### config.mk
export PLATFORM = sky130hd
export DESIGN_NAME = sha3pad_top
export DESIGN_NICKNAME = d
export VERILOG_FILES = /design/src/common/sha3pad_pkg.sv /design/src/common/pad_tail_if.sv /design/src/prefix_gen.sv /design/src/tail_gen.sv /design/src/pad_ctrl/pad_ctrl.sv /design/src/sha3pad_top.sv
export SDC_FILE = /design/constraint.sdc
export NUM_CORES = 1
export LEC_CHECK = 0
export BUFFER_PORTS_ARGS = -buffer_cell sky130_fd_sc_hd__buf_2
export CORE_AREA = 3 3 177 179
export DETAILED_ROUTE_END_ITERATION = 16
export DIE_AREA = 0 0 180 182
export PLACE_DENSITY = 0.47
export REMOVE_ABC_BUFFERS = 1
export SETUP_SLACK_MARGIN = 0.2
export SLEW_MARGIN = 10
export SYNTH_ARGS = -nofsm -noshare
export SYNTH_HDL_FRONTEND = slang
export SYNTH_SLANG_ARGS = --single-unit
### constraint.sdc
create_clock -name clk_i -period 4.9 [get_ports clk_i]
set_input_delay 0.49 -clock clk_i [delete_from_list [all_inputs] [get_ports clk_i]]
set_output_delay 0.49 -clock clk_i [all_outputs]
set_load 0.1 [all_outputs]
### src/common/sha3pad_pkg.sv
/*
 * SHA-3 padding stage shared definitions.
 * Holds modes, strengths, the Keccak rate table, the bytepad length
 * encoding and the function suffixes used across the padding blocks.
 */

package sha3pad_pkg;

  // beat width and N/S string width used when the top is not overridden
  parameter int MsgWidthDefault = 64;
  parameter int NsBytesDefault  = 38;

  // lane counter width, enough for the largest rate of 21 lanes
  parameter int KeccakCountW = 5;

  // hash function, the fourth code has no name and means pad10*1 only
  typedef enum logic [1:0] {
    Sha3   = 2'b00,
    Shake  = 2'b01,
    CShake = 2'b10
  } sha3_mode_e;

  typedef enum logic [2:0] {
    L128 = 3'd0,
    L224 = 3'd1,
    L256 = 3'd2,
    L384 = 3'd3,
    L512 = 3'd4
  } keccak_strength_e;

  // block rate in 64-bit lanes, 168/144/136/104/72 bytes
  parameter logic [KeccakCountW-1:0] KeccakRate [5] = '{
    5'd21, 5'd18, 5'd17, 5'd13, 5'd9
  };

  // lane count of a strength, an unknown code gives zero
  function automatic logic [KeccakCountW-1:0] rate_lanes(keccak_strength_e s);
    logic [KeccakCountW-1:0] lanes;
    unique case (s)
      L128:    lanes = KeccakRate[0];
      L224:    lanes = KeccakRate[1];
      L256:    lanes = KeccakRate[2];
      L384:    lanes = KeccakRate[3];
      L512:    lanes = KeccakRate[4];
      default: lanes = '0;
    endcase
    return lanes;
  endfunction

  // left_encode of the rate in bytes
  // the length byte sits in the low half so it leads the byte stream
  function automatic logic [15:0] encode_bytepad_len(keccak_strength_e s);
    logic [7:0] rate_bytes;
    rate_bytes = {rate_lanes(s), 3'b000};
    return {rate_bytes, 8'h01};
  endfunction

  // domain suffix with the first pad10*1 one bit already appended
  function automatic logic [4:0] func_suffix(sha3_mode_e m);
    logic [4:0] suffix;
    unique case (m)
      Sha3:    suffix = 5'b00110;
      Shake:   suffix = 5'b11111;
      CShake:  suffix = 5'b00100;
      default: suffix = 5'b00001;
    endcase
    return suffix;
  endfunction

endpackage

### src/common/pad_tail_if.sv
/*
 * Tail path between the padding FSM and the tail beat generator.
 * The FSM steers buffer capture and clear, the generator returns
 * the suffix beat and the zero beat for the current lane.
 */

`timescale 1ns/1ps

interface pad_tail_if #(
  parameter int MsgWidth = 64
);

  // control from the padding FSM
  logic capture;
  logic clear;
  logic last_lane;

  // beats built from the buffered partial data
  logic [MsgWidth-1:0] suffix_beat;
  logic [MsgWidth-1:0] zero_beat;

  modport ctrl (
    output capture, clear, last_lane,
    input  suffix_beat, zero_beat
  );

  modport gen (
    input  capture, clear, last_lane,
    output suffix_beat, zero_beat
  );

endinterface

### src/prefix_gen.sv
/*
 * cSHAKE bytepad prefix source.
 * Places the N/S string above the encoded rate and returns one lane.
 */

`timescale 1ns/1ps

module prefix_gen #(
  parameter int MsgWidth = 64,
  parameter int NsBytes  = 38
) (
  input  sha3pad_pkg::keccak_strength_e         strength_i,
  input  logic [NsBytes*8-1:0]                  ns_data_i,
  input  logic [sha3pad_pkg::KeccakCountW-1:0]  idx_i,
  output logic [MsgWidth-1:0]                   lane_o
);

  // two bytes of left_encode(rate) in front of the string
  localparam int PrefixBytes = NsBytes + 2;
  localparam int LaneBytes   = MsgWidth / 8;
  localparam int PrefixLanes = (PrefixBytes + LaneBytes - 1) / LaneBytes;
  localparam int PrefixW     = PrefixLanes * MsgWidth;

  logic [PrefixW-1:0] prefix;

  // the unused top of the last lane reads as zero
  assign prefix = PrefixW'({ns_data_i, sha3pad_pkg::encode_bytepad_len(strength_i)});

  // lanes past the prefix zero-fill the rest of the block
  assign lane_o = (idx_i < PrefixLanes) ? prefix[idx_i*MsgWidth +: MsgWidth] : '0;

  // the whole prefix must fit below the smallest rate
  initial begin : prefix_fits_a
    assert (PrefixLanes < int'(sha3pad_pkg::KeccakRate[sha3pad_pkg::L512]))
      else $fatal(1, "prefix of %0d lanes does not fit the smallest rate", PrefixLanes);
  end

endmodule

### src/tail_gen.sv
/*
 * Tail beat generator for pad10*1.
 * Keeps a partial last beat and merges it with the function suffix,
 * and supplies the zero-fill beat with the end bit.
 */

`timescale 1ns/1ps

module tail_gen #(
  parameter int MsgWidth = 64
) (
  input  logic                     clk_i,
  input  logic                     rst_ni,
  input  logic [MsgWidth-1:0]      msg_data_i,
  input  logic [MsgWidth/8-1:0]    msg_strb_i,
  input  sha3pad_pkg::sha3_mode_e  mode_i,
  pad_tail_if.gen                  tail
);

  localparam int StrbW = MsgWidth / 8;

  // a partial beat never has its top byte, so seven bytes are enough
  logic [MsgWidth-9:0] buf_q;
  logic [StrbW-2:0]    strb_q;
  logic [2:0]          fill_cnt;
  logic [4:0]          suffix;

  always_ff @(posedge clk_i) begin
    if (tail.capture) begin
      buf_q <= msg_data_i[MsgWidth-9:0];
    end
  end

  // an empty strobe marks the buffer empty, so the data itself is never cleared
  always_ff @(posedge clk_i or negedge rst_ni) begin
    if (!rst_ni) begin
      strb_q <= '0;
    end else if (tail.capture) begin
      strb_q <= msg_strb_i[StrbW-2:0];
    end else if (tail.clear) begin
      strb_q <= '0;
    end
  end

  assign suffix   = sha3pad_pkg::func_suffix(mode_i);
  assign fill_cnt = 3'($countones(strb_q));

  // buffered bytes first, suffix in the byte right after them
  always_comb begin
    tail.suffix_beat = '0;
    for (int i = 0; i < StrbW - 1; i++) begin
      if (strb_q[i]) begin
        tail.suffix_beat[i*8 +: 8] = buf_q[i*8 +: 8];
      end
    end
    tail.suffix_beat[fill_cnt*8 +: 8] = {3'b000, suffix};
    // end bit of pad10*1 when this lane closes the block
    tail.suffix_beat[MsgWidth-1] = tail.last_lane;
  end

  assign tail.zero_beat = {tail.last_lane, {(MsgWidth-1){1'b0}}};

  // a captured strobe must be a run of low bytes without the top byte
  strb_contig_a: assert property (@(posedge clk_i) disable iff (!rst_ni)
    tail.capture |-> !msg_strb_i[StrbW-1]
                     && ((msg_strb_i & StrbW'(msg_strb_i + 1'b1)) == '0));

  // the byte merge above is laid out for 64-bit beats
  initial begin : msg_width_a
    assert (MsgWidth == 64)
      else $fatal(1, "tail_gen supports 64-bit beats only");
  end

endmodule

### src/pad_ctrl/pad_ctrl.sv
/*
 * Padding FSM of the SHA-3 engine.
 * Counts lanes against the block rate, streams prefix, message and tail
 * beats to the Keccak engine and starts a permutation per full block.
 */

`timescale 1ns/1ps

module pad_ctrl #(
  parameter int MsgWidth = 64
) (
  input  logic                                  clk_i,
  input  logic                                  rst_ni,

  input  logic                                  msg_valid_i,
  input  logic [MsgWidth-1:0]                   msg_data_i,
  input  logic [MsgWidth/8-1:0]                 msg_strb_i,
  output logic                                  msg_ready_o,

  output logic                                  keccak_valid_o,
  output logic [sha3pad_pkg::KeccakCountW-1:0]  keccak_addr_o,
  output logic [MsgWidth-1:0]                   keccak_data_o,
  input  logic                                  keccak_ready_i,
  output logic                                  keccak_run_o,
  input  logic                                  keccak_complete_i,

  input  sha3pad_pkg::sha3_mode_e               mode_i,
  input  sha3pad_pkg::keccak_strength_e         strength_i,

  input  logic                                  start_i,
  input  logic                                  process_i,
  input  logic                                  done_i,
  output logic                                  absorbed_o,

  // prefix lane lookup
  output logic [sha3pad_pkg::KeccakCountW-1:0]  prefix_idx_o,
  input  logic [MsgWidth-1:0]                   prefix_lane_i,

  pad_tail_if.ctrl                              tail
);

  localparam int CountW = sha3pad_pkg::KeccakCountW;

  typedef enum logic [3:0] {
    StIdle,
    StPrefix,
    StPrefixWait,
    StMessage,
    StMessageWait,
    StPad,
    StPadRun,
    StPad01,
    StFlush
  } pad_st_e;

  typedef enum logic [2:0] {
    SelNone,
    SelFifo,
    SelPrefix,
    SelSuffix,
    SelZero
  } beat_sel_e;

  pad_st_e   st_q, st_d;
  beat_sel_e sel;

  logic [CountW-1:0] rate;
  logic [CountW-1:0] lane_cnt_q;
  logic              clr_cnt;
  logic              block_full;
  logic              lane_ack;
  logic              msg_partial;
  logic              process_q;
  logic              absorbed_d;

  ////////////////////
  // lane counting
  ////////////////////

  assign rate        = sha3pad_pkg::rate_lanes(strength_i);
  assign block_full  = (lane_cnt_q == rate);
  assign lane_ack    = keccak_valid_o & keccak_ready_i;
  assign msg_partial = ~(&msg_strb_i);

  // the count rises by one per lane taken by the engine and clears at each run
  always_ff @(posedge clk_i or negedge rst_ni) begin
    if (!rst_ni) begin
      lane_cnt_q <= '0;
    end else if (clr_cnt) begin
      lane_cnt_q <= '0;
    end else if (lane_ack) begin
      lane_cnt_q <= lane_cnt_q + 1'b1;
    end
  end

  // the lane count doubles as the Keccak address and the prefix index
  assign keccak_addr_o  = lane_cnt_q;
  assign prefix_idx_o   = keccak_addr_o;
  assign tail.last_lane = ((lane_cnt_q + 1'b1) == rate);

  // process may arrive while the prefix is still in flight, so keep it until done
  always_ff @(posedge clk_i or negedge rst_ni) begin
    if (!rst_ni) begin
      process_q <= 1'b0;
    end else if (process_i) begin
      process_q <= 1'b1;
    end else if (done_i) begin
      process_q <= 1'b0;
    end
  end

  ////////////////////
  // state machine
  ////////////////////

  always_ff @(posedge clk_i or negedge rst_ni) begin
    if (!rst_ni) begin
      st_q       <= StIdle;
      absorbed_o <= 1'b0;
    end else begin
      st_q       <= st_d;
      absorbed_o <= absorbed_d;
    end
  end

  always_comb begin
    st_d           = st_q;
    sel            = SelNone;
    keccak_valid_o = 1'b0;
    msg_ready_o    = 1'b0;
    keccak_run_o   = 1'b0;
    clr_cnt        = 1'b0;
    tail.capture   = 1'b0;
    tail.clear     = 1'b0;
    absorbed_d     = 1'b0;

    unique case (st_q)
      StIdle: begin
        // only cSHAKE carries a bytepad prefix block
        if (start_i) begin
          st_d = (mode_i == sha3pad_pkg::CShake) ? StPrefix : StMessage;
        end
      end

      StPrefix: begin
        sel = SelPrefix;
        if (block_full) begin
          keccak_run_o = 1'b1;
          clr_cnt      = 1'b1;
          st_d         = StPrefixWait;
        end else begin
          keccak_valid_o = 1'b1;
        end
      end

      StPrefixWait: begin
        if (keccak_complete_i) begin
          st_d = StMessage;
        end
      end

      StMessage: begin
        sel = SelFifo;
        if (msg_valid_i && msg_partial) begin
          // a partial beat goes into the tail buffer and never to the engine
          msg_ready_o  = keccak_ready_i;
          tail.capture = keccak_ready_i;
        end else if (block_full) begin
          keccak_run_o = 1'b1;
          clr_cnt      = 1'b1;
          st_d         = StMessageWait;
        end else if (process_q || process_i) begin
          st_d = StPad;
        end else begin
          keccak_valid_o = msg_valid_i;
          msg_ready_o    = keccak_ready_i;
        end
      end

      StMessageWait: begin
        if (keccak_complete_i) begin
          st_d = StMessage;
        end
      end

      StPad: begin
        // the suffix lane also carries the end bit when it closes the block
        sel            = SelSuffix;
        keccak_valid_o = 1'b1;
        if (lane_ack) begin
          tail.clear = 1'b1;
          st_d       = tail.last_lane ? StPadRun : StPad01;
        end
      end

      StPadRun: begin
        keccak_run_o = 1'b1;
        clr_cnt      = 1'b1;
        st_d         = StFlush;
      end

      StPad01: begin
        // zero lanes run up to the end of the block where the last one has bit 63 set
        sel = SelZero;
        if (block_full) begin
          keccak_run_o = 1'b1;
          clr_cnt      = 1'b1;
          st_d         = StFlush;
        end else begin
          keccak_valid_o = 1'b1;
        end
      end

      StFlush: begin
        tail.clear = 1'b1;
        if (keccak_complete_i) begin
          absorbed_d = 1'b1;
          st_d       = StIdle;
        end
      end

      default: begin
        st_d = StIdle;
      end
    endcase
  end

  ////////////////////
  // output beat
  ////////////////////

  always_comb begin
    unique case (sel)
      SelFifo:   keccak_data_o = msg_data_i;
      SelPrefix: keccak_data_o = prefix_lane_i;
      SelSuffix: keccak_data_o = tail.suffix_beat;
      SelZero:   keccak_data_o = tail.zero_beat;
      default:   keccak_data_o = '0;
    endcase
  end

  ////////////////////
  // assertions
  ////////////////////

  run_pulse_a: assert property (@(posedge clk_i) disable iff (!rst_ni)
    keccak_run_o |=> !keccak_run_o);

  absorbed_pulse_a: assert property (@(posedge clk_i) disable iff (!rst_ni)
    absorbed_o |=> !absorbed_o);

  addr_in_rate_a: assert property (@(posedge clk_i) disable iff (!rst_ni)
    keccak_valid_o |-> (keccak_addr_o < rate));

  // the zero-fill state is only entered with room left in the block
  pad01_not_last_a: assert property (@(posedge clk_i) disable iff (!rst_ni)
    (st_q == StPad && st_d == StPad01) |=> (lane_cnt_q < rate));

endmodule

### src/sha3pad_top.sv
/*
 * SHA-3 padding stage top level.
 * Connects the padding FSM with the prefix and tail generators.
 */

`timescale 1ns/1ps

module sha3pad_top #(
  parameter int MsgWidth = sha3pad_pkg::MsgWidthDefault,
  parameter int NsBytes  = sha3pad_pkg::NsBytesDefault
) (
  input  logic                                  clk_i,
  input  logic                                  rst_ni,

  // message FIFO side
  input  logic                                  msg_valid_i,
  input  logic [MsgWidth-1:0]                   msg_data_i,
  input  logic [MsgWidth/8-1:0]                 msg_strb_i,
  output logic                                  msg_ready_o,

  // encoded N/S string, only read in cSHAKE mode
  input  logic [NsBytes*8-1:0]                  ns_data_i,

  // Keccak round engine side
  output logic                                  keccak_valid_o,
  output logic [sha3pad_pkg::KeccakCountW-1:0]  keccak_addr_o,
  output logic [MsgWidth-1:0]                   keccak_data_o,
  input  logic                                  keccak_ready_i,
  output logic                                  keccak_run_o,
  input  logic                                  keccak_complete_i,

  // configuration, stable from start to absorbed
  input  sha3pad_pkg::sha3_mode_e               mode_i,
  input  sha3pad_pkg::keccak_strength_e         strength_i,

  // control pulses
  input  logic                                  start_i,
  input  logic                                  process_i,
  input  logic                                  done_i,
  output logic                                  absorbed_o
);

  logic [sha3pad_pkg::KeccakCountW-1:0] prefix_idx;
  logic [MsgWidth-1:0]                  prefix_lane;

  pad_tail_if #(.MsgWidth(MsgWidth)) tail_if ();

  pad_ctrl #(
    .MsgWidth (MsgWidth)
  ) pad_ctrl_i (
    .clk_i,
    .rst_ni,
    .msg_valid_i,
    .msg_data_i,
    .msg_strb_i,
    .msg_ready_o,
    .keccak_valid_o,
    .keccak_addr_o,
    .keccak_data_o,
    .keccak_ready_i,
    .keccak_run_o,
    .keccak_complete_i,
    .mode_i,
    .strength_i,
    .start_i,
    .process_i,
    .done_i,
    .absorbed_o,
    .prefix_idx_o  (prefix_idx),
    .prefix_lane_i (prefix_lane),
    .tail          (tail_if.ctrl)
  );

  prefix_gen #(
    .MsgWidth (MsgWidth),
    .NsBytes  (NsBytes)
  ) prefix_gen_i (
    .strength_i,
    .ns_data_i,
    .idx_i  (prefix_idx),
    .lane_o (prefix_lane)
  );

  tail_gen #(
    .MsgWidth (MsgWidth)
  ) tail_gen_i (
    .clk_i,
    .rst_ni,
    .msg_data_i,
    .msg_strb_i,
    .mode_i,
    .tail (tail_if.gen)
  );

endmodule

==> flow_metrics.env, run 1 <==
export IMPL_status="complete, no violations"
export IMPL_layout_drive_gt1_share_pct=50.4
export IMPL_core_area_sq_mm=0.0297
export IMPL_ctsHoldBuffers=0
export IMPL_globalplace_congestion=0.863
export IMPL_maxCapViolCount=0
export IMPL_yosysTopAreaCell="edfxtp_1"
export IMPL_regArea_sq_mm=0.00214
export IMPL_worstMarginPinSlew_ps=897
export IMPL_clkTransAtPathRegs_ps=60
export IMPL_clock_root_buffer="clkbuf_16"
export IMPL_fin_crit_sh_pct=93.5
export IMPL_grt_max_degree=86
export IMPL_cts_tree="built"
export IMPL_synth_distinct_cells=61
export IMPL_die_w_um=180
export IMPL_fin_crit_ps=4580
export IMPL_postRouteAntennaNets=0
export IMPL_critPathMaxFanout=5
export IMPL_power_density_mw_per_mm2=869
export IMPL_worst_hold_slack_ps=92.9
export IMPL_dr_pass1_iters=5
export IMPL_seq_area_frac_synth_pct=29.3
export IMPL_syn_area_per_cell_sq_um=8.76
export IMPL_setup_viol=0
export IMPL_routed_via_count=8532
export IMPL_initialDrtViolationCount=490
export IMPL_r2r_start="pad_ctrl_i.st_q[1]"
export IMPL_cts_sinks=74
export IMPL_pre_cts_ws_ps=237
export IMPL_die_area_sq_mm=0.0328
export IMPL_maxSlewHeadroom_pct=40.1
export IMPL_numCtsBuffers=9
export IMPL_peakVddDrop_mv=0.564
export IMPL_fin_cells=1665
export IMPL_synth_cell_area_sq_mm=0.00727
export IMPL_crit_end="keccak_data_o[11]"
export IMPL_clock_path_buffers=2
export IMPL_rsz0062_at_grt="true"
export IMPL_p_sw_mw=5.84
export IMPL_dieHeight_um=182
export IMPL_overflow=0
export IMPL_drc=0
export IMPL_wl_um=35000
export IMPL_internal_power_mw=4.01
export IMPL_endpoint_kind="output port"
export IMPL_hpwl_um=27000
export IMPL_n_fill_cell=3062
export IMPL_max_freq_mhz=218
export IMPL_yosysMostFrequentCell="o21ai_0"
export IMPL_timing_rr_end="tail_gen_i.buf_q[11]"
export IMPL_track_usage_pct=20.0
export IMPL_start_util_pct=24.4
export IMPL_grt_first_pass_wirelength_um=50900
export IMPL_hold_viol_final=0
export IMPL_wl_per_cell_um=21.0
export IMPL_p_clk_share_pct=6.9
export IMPL_reg2reg_slack_ps=1950
export IMPL_numPortBuffers=461
export IMPL_yosys_warnings=0
export IMPL_synthToLayoutAreaGrowth_pct=55.8
export IMPL_power_share_switching_pct=59.3
export IMPL_std_cell_rows=63
export IMPL_crit_type="register to output port"
export IMPL_synth_edf_count=56
export IMPL_clk_latency_ps=340
export IMPL_htree_levels=3
export IMPL_arrival_ps=4090
export IMPL_combPwrFrac_pct=83.3
export IMPL_synth_commonest_cells="o21ai_0, inv_1, edfxtp_1, nor2_1, nand2_1"
export IMPL_setup_slack_ps=319
export IMPL_syn_inst=829
export IMPL_vias_per_cell=5.12
export IMPL_async_flop_share_pct=24.3
export IMPL_grt_pass1_vias=8470
export IMPL_hp_class="input pin to asynchronous set/reset pin"
export IMPL_fin_worst_skew_ps=7.40
export IMPL_maxSlewViolCount=0
export IMPL_seqPwrFrac_pct=9.8
export IMPL_yosysTopAreaCellShare_pct=23.1
export IMPL_antenna_found_initial=9
export IMPL_required_ps=4410
export IMPL_ys_ff_latch=74
export IMPL_layout_nets=1664
export IMPL_p_leak_nw=4.92
export IMPL_reg2reg_depth=5
export IMPL_fin_util_pct=38.1
export IMPL_yosys_top_cells_area="edfxtp_1, mux4_2, dfrtp_1"
export IMPL_ios=462
export IMPL_ys_flop_type="edfxtp_1"
export IMPL_dp_cells=1631
export IMPL_cp_start_kind="register"
export IMPL_worstSetupStartpoint="tail_gen_i.strb_q[2]"
export IMPL_multi_input_area_sq_mm=0.00488
==> worst min-delay path by stage <==
stage          slack, ps                           to                  from
6_report              90  pad_ctrl_i.keccak_addr_o[1]                rst_ni
5_1_grt              120  pad_ctrl_i.keccak_addr_o[2]                rst_ni
4_1_cts              100           pad_ctrl_i.st_q[2]                rst_ni
3_5_place_dp         470  pad_ctrl_i.keccak_addr_o[1]                rst_ni
3_3_place_gp         460         pad_ctrl_i.process_q  pad_ctrl_i.process_q
2_1_floorplan        190        pad_ctrl_i.absorbed_o                rst_ni
==> repair_timing <==
item | in CTS | in global routing
pin swaps | 4 | 15
cloned | 0 | 1
buffers inserted | 2 | 9
endpoints found under the setup margin | 43 | 56
resized for setup | 32 | 47
==> layer usage <==
layer / vias to the layer above / global-route usage [%] / share of wire, %
met1: 4101 / 24.5 / 41
met4: 6 / 6.22 / 1.6
met3: 35 / 4.07 / 5.9
met2: 341 / 35.4 / 52
li1: 4049 / - / -
met5: - / 0 / 0.12
==> sequential cells by signal, indices dropped and copies added, names as in the netlist <==
register / flops
tail_gen_i.buf_q: 56
tail_gen_i.strb_q: 7
pad_ctrl_i.keccak_addr_o: 5
pad_ctrl_i.st_q: 4
pad_ctrl_i.absorbed_o: 1
pad_ctrl_i.process_q: 1
==> power by group through the flow <==
| stage | Clock [mW] | Combinational [mW] | Sequential, mW |
|---|---|---|---|
| after detailed placement | 0 | 7.05 | 0.975 |
| after floorplan | 0 | 4.56 | 1.07 |
| final | 0.675 | 8.20 | 0.965 |
| after global routing | 0.722 | 8.65 | 0.990 |
| after global placement | 0 | 7.02 | 0.973 |
| after CTS | 0.699 | 7.40 | 0.964 |
==> final cells by class <==
class,count,share of cell area (%)
diodes,6,0.133
clock buffers,11,2.06
clock inverters,5,0.486
inverters,67,2.25
multi-input cells,616,43.1
flip-flops and latches,74,18.9
well taps,390,4.31
repair buffers,496,28.8
==> critical path, cell delays in order (launching register included) <==
cell and delay, ps:
dfrtp_1 410, ha_4 270, inv_2 30, fa_1 540, inv_2 50, ha_4 140
inv_2 40, fa_1 450, ha_4 200, ha_4 280, nor2b_4 210, buf_6 140
nand3_4 130, nor3_4 240, a31oi_2 50, a2bb2oi_1 130, o21ai_1 160, clkbuf_16 250
==> cells in the final DEF, fill, tap and decap left out, drive strengths merged, types with 3 or more instances in the layout <==
| cell type | netlist | layout |
|---|---|---|
| and3 | 10 | 10 |
| inv | 67 | 66 |
| mux4 | 38 | 38 |
| o31ai | 3 | 3 |
| clkinv | 0 | 3 |
| or2 | 37 | 37 |
| o21ai | 84 | 84 |
| a22oi | 21 | 21 |
| nand3b | 4 | 4 |
| a22o | 8 | 8 |
| xnor2 | 5 | 5 |
| a221oi | 24 | 24 |
| mux2 | 3 | 3 |
| o211ai | 8 | 8 |
| a221o | 10 | 10 |
| a31oi | 19 | 19 |
| nor2b | 8 | 8 |
| a211oi | 10 | 10 |
| fa | 3 | 3 |
| buf | 25 | 493 |
| a32oi | 21 | 21 |
| nor2 | 53 | 53 |
| diode | 0 | 6 |
| nor3 | 5 | 5 |
| and2 | 3 | 3 |
| mux2i | 29 | 29 |
| edfxtp | 56 | 56 |
| o311ai | 3 | 3 |
| a21oi | 33 | 33 |
| a222oi | 7 | 7 |
| nand4 | 3 | 3 |
| clkbuf | 48 | 14 |
| or3 | 6 | 6 |
| nand2 | 50 | 50 |
| nand3 | 37 | 38 |
| nor3b | 4 | 4 |
| nand2b | 30 | 30 |
| ha | 8 | 8 |
| dfrtp | 18 | 18 |
| xor2 | 3 | 3 |
==> cells by family after synthesis <==
family | synth area share [%]
xor+xnor | 0.964
flops | 29.3
buf+inv | 7.39
mux | 16.2
compound gates | 25.7
simple gates | 18.2
fa+ha+maj | 2.20
==> stage by stage <==
stage | TNS (ps) | power (mW) | instance area, sq um
2_1_floorplan | -411200 | 5.63 | 6980
3_3_place_gp | 0 | 7.99 | 10600
5_1_grt | 0 | 10.4 | 11300
3_5_place_dp | 0 | 8.03 | 10600
4_1_cts | 0 | 9.06 | 11100
6_report | 0 | 9.84 | 11300
Note: power is estimated with default switching activity, not from simulation.
==> run 2, diff against run 1 <==
--- a/config.mk
+++ b/config.mk
@@ -6,13 +6,14 @@
 export NUM_CORES = 1
 export LEC_CHECK = 0
 export BUFFER_PORTS_ARGS = -buffer_cell sky130_fd_sc_hd__buf_2
-export CORE_AREA = 3 3 177 179
+export CORE_AREA = 3 3 178 180
 export DETAILED_ROUTE_END_ITERATION = 16
-export DIE_AREA = 0 0 180 182
-export PLACE_DENSITY = 0.47
+export DIE_AREA = 0 0 181 183
+export PLACE_DENSITY = 0.51
 export REMOVE_ABC_BUFFERS = 1
 export SETUP_SLACK_MARGIN = 0.2
 export SLEW_MARGIN = 10
 export SYNTH_ARGS = -nofsm -noshare
 export SYNTH_HDL_FRONTEND = slang
+export SYNTH_HIERARCHICAL = 1
 export SYNTH_SLANG_ARGS = --single-unit
==> run 2 against run 1 <==
Against the previous run: the flow now finishes with violations (negative setup slack); non-clock buffer count grew 31; area after synthesis is 17% higher; critical endpoint is now keccak_data_o[28]; critical path depth decreased by 1; largest cell class unchanged; clock skew about the same; fmax is 11% lower; global-route usage fell by 0.42 points; wire length shrank 0.61%.
==> flow_metrics.env, run 2 <==
export IMPL_ys_flop_type="edfxtp_1"
export IMPL_largest_register_ffs=56
export IMPL_hp_class="input pin to asynchronous set/reset pin"
export IMPL_yosys_warnings=6
export IMPL_synth_commonest_cells="nand2_1, nor2_1, buf_4, mux2i_1, a222oi_1"
export IMPL_dr_pass1_iters=10
export IMPL_worstMarginPinSlew_ps=1010
export IMPL_fin_crit_ps=5150
export IMPL_reg2reg_depth=3
export IMPL_grt_pass1_vias=8922
export IMPL_postRouteAntennaNets=0
export IMPL_synth_adder_area_share_pct=1.39
export IMPL_ys_ff_latch=74
export IMPL_drc=0
export IMPL_pre_cts_ws_ps=-263
export IMPL_grt_max_degree=71
export IMPL_dieHeight_um=183
export IMPL_ctsHoldBuffers=0
export IMPL_mostFrequentLayoutCell="buf_2"
export IMPL_yosys_top_cells_area="edfxtp_1, mux2i_1, mux4_2"
export IMPL_setup_viol=47
export IMPL_clkTransAtPathRegs_ps=70
export IMPL_initialDrtViolationCount=683
export IMPL_yosysMostFrequentCell="nand2_1"
export IMPL_arrival_ps=4660
export IMPL_setup_slack_ps=-251
export IMPL_status="finished with violations"
export IMPL_synth_distinct_cells=71
export IMPL_synth_area_mux_share_pct=24.9
export IMPL_fin_worst_skew_ps=6.91
export IMPL_hold_viol_final=0
export IMPL_start_util_pct=27.9
export IMPL_critPathMaxFanout=4
export IMPL_maxSlewViolCount=0
export IMPL_fin_crit_sh_pct=105
export IMPL_grt_first_pass_wirelength_um=51100
export IMPL_synth_top_family_by_area="multiplexers"
export IMPL_die_area_sq_mm=0.0331
export IMPL_hpwl_um=26900
export IMPL_synth_xor_area_share_pct=0.620
export IMPL_routed_via_count=9061
export IMPL_yosysTopAreaCellShare_pct=19.8
export IMPL_synthToLayoutAreaGrowth_pct=47.0
export IMPL_core_area_sq_mm=0.0303
export IMPL_std_cell_rows=64
export IMPL_n_fill_cell=3065
export IMPL_cts_tree="built"
export IMPL_numPortBuffers=461
export IMPL_async_flop_share_pct=24.3
export IMPL_die_w_um=181
export IMPL_synth_edf_count=56
export IMPL_htree_levels=3
export IMPL_layout_drive_gt1_share_pct=47.2
export IMPL_crit_type="register to output port"
export IMPL_synth_compound_area_share_pct=16.2
export IMPL_synth_cell_area_sq_mm=0.00848
export IMPL_maxSlewHeadroom_pct=32.5
export IMPL_vias_per_cell=5.10
export IMPL_clock_path_buffers=2
export IMPL_yosysTopAreaCell="edfxtp_1"
export IMPL_clk_latency_ps=340
export IMPL_syn_area_per_cell_sq_um=9.21
export IMPL_fin_util_pct=41.1
export IMPL_violations="negative setup slack"
export IMPL_syn_inst=921
export IMPL_worst_hold_slack_ps=96.7
export IMPL_endpoint_kind="output port"
export IMPL_required_ps=4410
export IMPL_track_usage_pct=19.6
export IMPL_wl_um=34800
export IMPL_diodes=0
export IMPL_numCtsBuffers=9
export IMPL_ios=462
export IMPL_antenna_found_initial=2
export IMPL_synth_simple_gate_area_share_pct=19.7
export IMPL_seq_area_frac_synth_pct=25.1
export IMPL_cts_sinks=74
export IMPL_largest_register="tail_gen_i/buf_q"
export IMPL_globalplace_congestion=0.808
export IMPL_overflow=0
export IMPL_clock_root_buffer="clkbuf_16"
export IMPL_rsz0062_at_grt="true"
export IMPL_fin_setup_tns_ps=-5290
export IMPL_max_freq_mhz=194
export IMPL_cp_start_kind="register"
export IMPL_layout_nets=1771
export IMPL_wl_per_cell_um=19.6
export IMPL_layout_common_cells="buf_2, nand2_1, nor2_1"
export IMPL_maxCapViolCount=0
## run 2: cell types whose count changed in the layout (fill, tap and decap cells not counted), moves of 34 or more
cell,change
nand2_1,+128
conb_1,+65
o21ai_0,-60
a222oi_1,+58
mux2i_1,+47
inv_1,-45
or2_2,-34
## run 2: logic make-up (layout without fill, tap and decap cells)
family	count (synthesis)	count (layout)
AND/OR/NAND/NOR	368	368
buffers and inverters	167	562
AO/OA/AOI/OAI	157	157
multiplexers	141	141
XOR/XNOR	6	6
flip-flops	74	74
adder cells (fa/ha/maj)	7	7
other	1	65
## run 2: area by class of cell
cell class,instances,area [sq um],share of cell area [%]
clock buffers,10,229,1.84
flip-flops and latches,74,2140,17.2
inverters,19,73.8,0.592
repair buffers,527,3610,29.0
multi-input cells,744,5830,46.8
clock inverters,6,81.3,0.652
well taps,396,495,3.98
## run 2: per-stage QoR
stage | instances | cell area, sq um
floorplan | 837 | 7770
global placement | 1744 | 11400
detailed placement | 1744 | 11400
CTS | 1769 | 12300
global route | 1776 | 12500
finish | 1776 | 12500
## run 2: timing repair
| item | in CTS | in global routing |
|---|---|---|
| setup buffers | 8 | 7 |
| gates cloned | 1 | 0 |
| resized for setup | 151 | 21 |
| pin swaps | 38 | 48 |
| endpoints found under the hold margin | 0 | 0 |
| endpoints found under the setup margin | 61 | 61 |
## run 2: worst paths after layout
| kind | startpoint | to | slack, ps |
|---|---|---|---|
| setup / recovery | tail_gen_i/strb_q[0] | keccak_data_o[28] | -250 |
| hold / removal | rst_ni | pad_ctrl_i/keccak_addr_o[1] | 100 |
| setup reg to reg | pad_ctrl_i/st_q[1] | tail_gen_i/buf_q[13] | 1860 |
| hold reg to reg | pad_ctrl_i/process_q | pad_ctrl_i/process_q | 500 |
| max in group asynchronous | rst_ni | pad_ctrl_i/keccak_addr_o[0] | 4430 |
| min in group clk_i | msg_data_i[24] | tail_gen_i/buf_q[24] | 340 |
## run 2: critical path, cell delays in order, from the launching register on
cell and delay, ps:
dfrtp_1 400, fa_1 540, inv_1 50, fa_1 470, inv_1 50, fa_2 330, inv_2 60, fa_1 430
ha_2 220, ha_4 280, nor2b_2 300, buf_4 190, a21oi_1 60, a31o_2 210, a222oi_1 400, nand2_1 100
buf_4 240
## run 2: routing by layer
layer / global-route usage, % / up-vias / wire, um
li1: - / 4301 / -
met1: 23.8 / 4286 / 13800
met2: 35.4 / 429 / 17700
met3: 3.79 / 41 / 2600
met4: 5.88 / 4 / 718
met5: 0 / - / 31
Power of run 2 is left out: the tool's default activity adds up to more than one toggle a clock period on the data nets, which glitch-free logic cannot reach.
==> run 3, diff against run 2 <==
--- a/config.mk
+++ b/config.mk
@@ -5,7 +5,7 @@
 export SDC_FILE = /design/constraint.sdc
 export NUM_CORES = 1
 export LEC_CHECK = 0
-export BUFFER_PORTS_ARGS = -buffer_cell sky130_fd_sc_hd__buf_2
+export BUFFER_PORTS_ARGS = -buffer_cell sky130_fd_sc_hd__buf_4
 export CORE_AREA = 3 3 178 180
 export DETAILED_ROUTE_END_ITERATION = 16
 export DIE_AREA = 0 0 181 183
==> run 3 against run 2 <==
Against the previous run: the run still ends with negative setup slack left; non-clock buffer count down 10; core utilization grew 2.4 points; setup slack improved by 120 ps; via count decreased by 0.54%; critical path type unchanged; global-route usage increased by 0.91 points; sequential cell count is the same; largest cell class unchanged.
==> flow_metrics.env, run 3 (synthesis results as in run 2) <==
export IMPL_max_freq_mhz=199
export IMPL_cts_tree="built"
export IMPL_multi_input_area_sq_mm=0.00578
export IMPL_violations="negative setup slack"
export IMPL_n_fill_cell=3065
export IMPL_track_usage_pct=20.5
export IMPL_diodes=0
export IMPL_dpl_cell_area_sq_mm=0.0121
export IMPL_maxSlewHeadroom_pct=31.0
export IMPL_overflow=0
export IMPL_peakVddDrop_mv=0.554
export IMPL_htree_levels=3
export IMPL_grt_first_pass_wirelength_um=53500
export IMPL_ios=462
export IMPL_cts_sinks=74
export IMPL_regArea_sq_mm=0.00214
export IMPL_globalplace_congestion=0.816
export IMPL_dr_pass1_iters=9
export IMPL_status="finished with violations"
export IMPL_worstMarginPinSlew_ps=1030
export IMPL_setup_slack_ps=-134
export IMPL_postRouteAntennaNets=0
export IMPL_crit_slowest_cell="fa_1"
export IMPL_power_density_mw_per_mm2=876
export IMPL_wl_per_cell_um=20.4
export IMPL_grt_max_degree=71
export IMPL_layout_common_cells="buf_4, nand2_1, nor2_1"
export IMPL_reg2reg_depth=5
export IMPL_cpPeakStageDelay_ps=540
export IMPL_p_leak_nw=6.34
export IMPL_numPortBuffers=461
export IMPL_fin_worst_skew_ps=11.4
export IMPL_endpoint_kind="output port"
export IMPL_worstSetupStartpoint="tail_gen_i/strb_q[3]"
export IMPL_fin_util_pct=43.5
export IMPL_worst_path_most_repeated_cell="fa_1"
export IMPL_power_mw=11.6
export IMPL_drc=0
export IMPL_clk_latency_ps=340
export IMPL_vias_per_cell=5.10
export IMPL_maxSlewViolCount=0
export IMPL_clock_path_buffers=2
export IMPL_hpwl_um=27200
export IMPL_rsz0062_at_grt="true"
export IMPL_dieHeight_um=183
export IMPL_path_buf_inv=7
export IMPL_grt_pass1_vias=9057
export IMPL_mostFrequentLayoutCell="buf_4"
export IMPL_required_ps=4410
export IMPL_maxCapViolCount=0
export IMPL_fin_setup_tns_ps=-1460
export IMPL_layout_drive_gt1_share_pct=46.4
export IMPL_initialDrtViolationCount=792
export IMPL_core_area_sq_mm=0.0303
export IMPL_r2r_start="pad_ctrl_i/st_q[1]"
export IMPL_crit_chain="fa_1, inv_1, fa_1, inv_1, fa_2, inv_2, fa_1, ha_4, buf_4, a21boi_4, buf_6, buf_8, a21oi_4, a32o_1, a222oi_1, nand2_1, buf_12"
export IMPL_layout_nets=1761
export IMPL_routed_via_count=9012
export IMPL_final_cell_area_sq_mm=0.0132
export IMPL_largest_register="tail_gen_i/buf_q"
export IMPL_wl_um=36000
export IMPL_std_cell_rows=64
export IMPL_cp_start_kind="register"
export IMPL_clkTransAtPathRegs_ps=60
export IMPL_largest_register_ffs=56
export IMPL_hold_viol_final=0
export IMPL_hp_class="input pin to asynchronous set/reset pin"
export IMPL_start_util_pct=27.9
export IMPL_die_w_um=181
export IMPL_numCtsBuffers=9
export IMPL_setup_viol=27
export IMPL_synthToLayoutAreaGrowth_pct=55.6
export IMPL_fin_crit_ps=5030
export IMPL_fin_crit_sh_pct=103
export IMPL_crit_cells=17
export IMPL_die_area_sq_mm=0.0331
export IMPL_arrival_ps=4540
export IMPL_critical_path_top_delay_family="adder cells"
export IMPL_ctsHoldBuffers=0
export IMPL_critPathMaxFanout=5
export IMPL_crit_type="register to output port"
export IMPL_clock_root_buffer="clkbuf_16"
export IMPL_antenna_found_initial=1
==> run 3: cell types whose count changed in the layout (fill, tap and decap cells not counted), sizes merged <==
cell	before	now
clkbuf	10	9
buf	527	517
clkinv	3	4
==> run 3: what timing repair did <==
action,CTS,global route
buffers inserted,6,4
endpoints found under the setup margin,61,61
gates resized for setup,114,55
pin swaps,20,36
==> run 3: per-layer routing <==
metal,global-route usage (%),vias to the layer above,wire [um]
li1,-,4276,-
met2,37.7,384,18600
met1,25.3,4331,14500
met3,4.20,19,2550
met4,3.35,2,328
met5,0,-,13
==> run 3: area by class of cell <==
cell class | instances | share of cell area [%]
multi-input cells | 744 | 43.8
flip-flops and latches | 74 | 16.2
clock inverters | 7 | 0.635
inverters | 19 | 0.560
clock buffers | 9 | 1.71
repair buffers | 517 | 33.3
well taps | 396 | 3.76
==> run 3: power breakdown <==
| group | internal [mW] | switching, mW |
|---|---|---|
| Clock | 0.441 | 0.284 |
| Sequential | 0.778 | 0.205 |
| Combinational | 3.94 | 5.91 |
==> run 3: metrics by stage <==
| stage | setup WS, ps | cells | hold slack [ps] |
|---|---|---|---|
| floorplan | -1270 | 837 | 194 |
| global placement | -164 | 1740 | 389 |
| detailed placement | -164 | 1740 | 397 |
| CTS | -187 | 1762 | 22.5 |
| global route | -353 | 1766 | 39.5 |
| finish | -134 | 1766 | 22.6 |
==> run 3: worst paths after layout <==
kind	slack, ps	end
worst max-delay path	-130	keccak_data_o[44]
worst min-delay path	20	pad_ctrl_i/keccak_addr_o[3]
worst max register to register	1910	tail_gen_i/strb_q[2]
worst min register to register	480	pad_ctrl_i/process_q
max in group asynchronous	4630	pad_ctrl_i/keccak_addr_o[1]
min in group clk_i	330	tail_gen_i/buf_q[31]
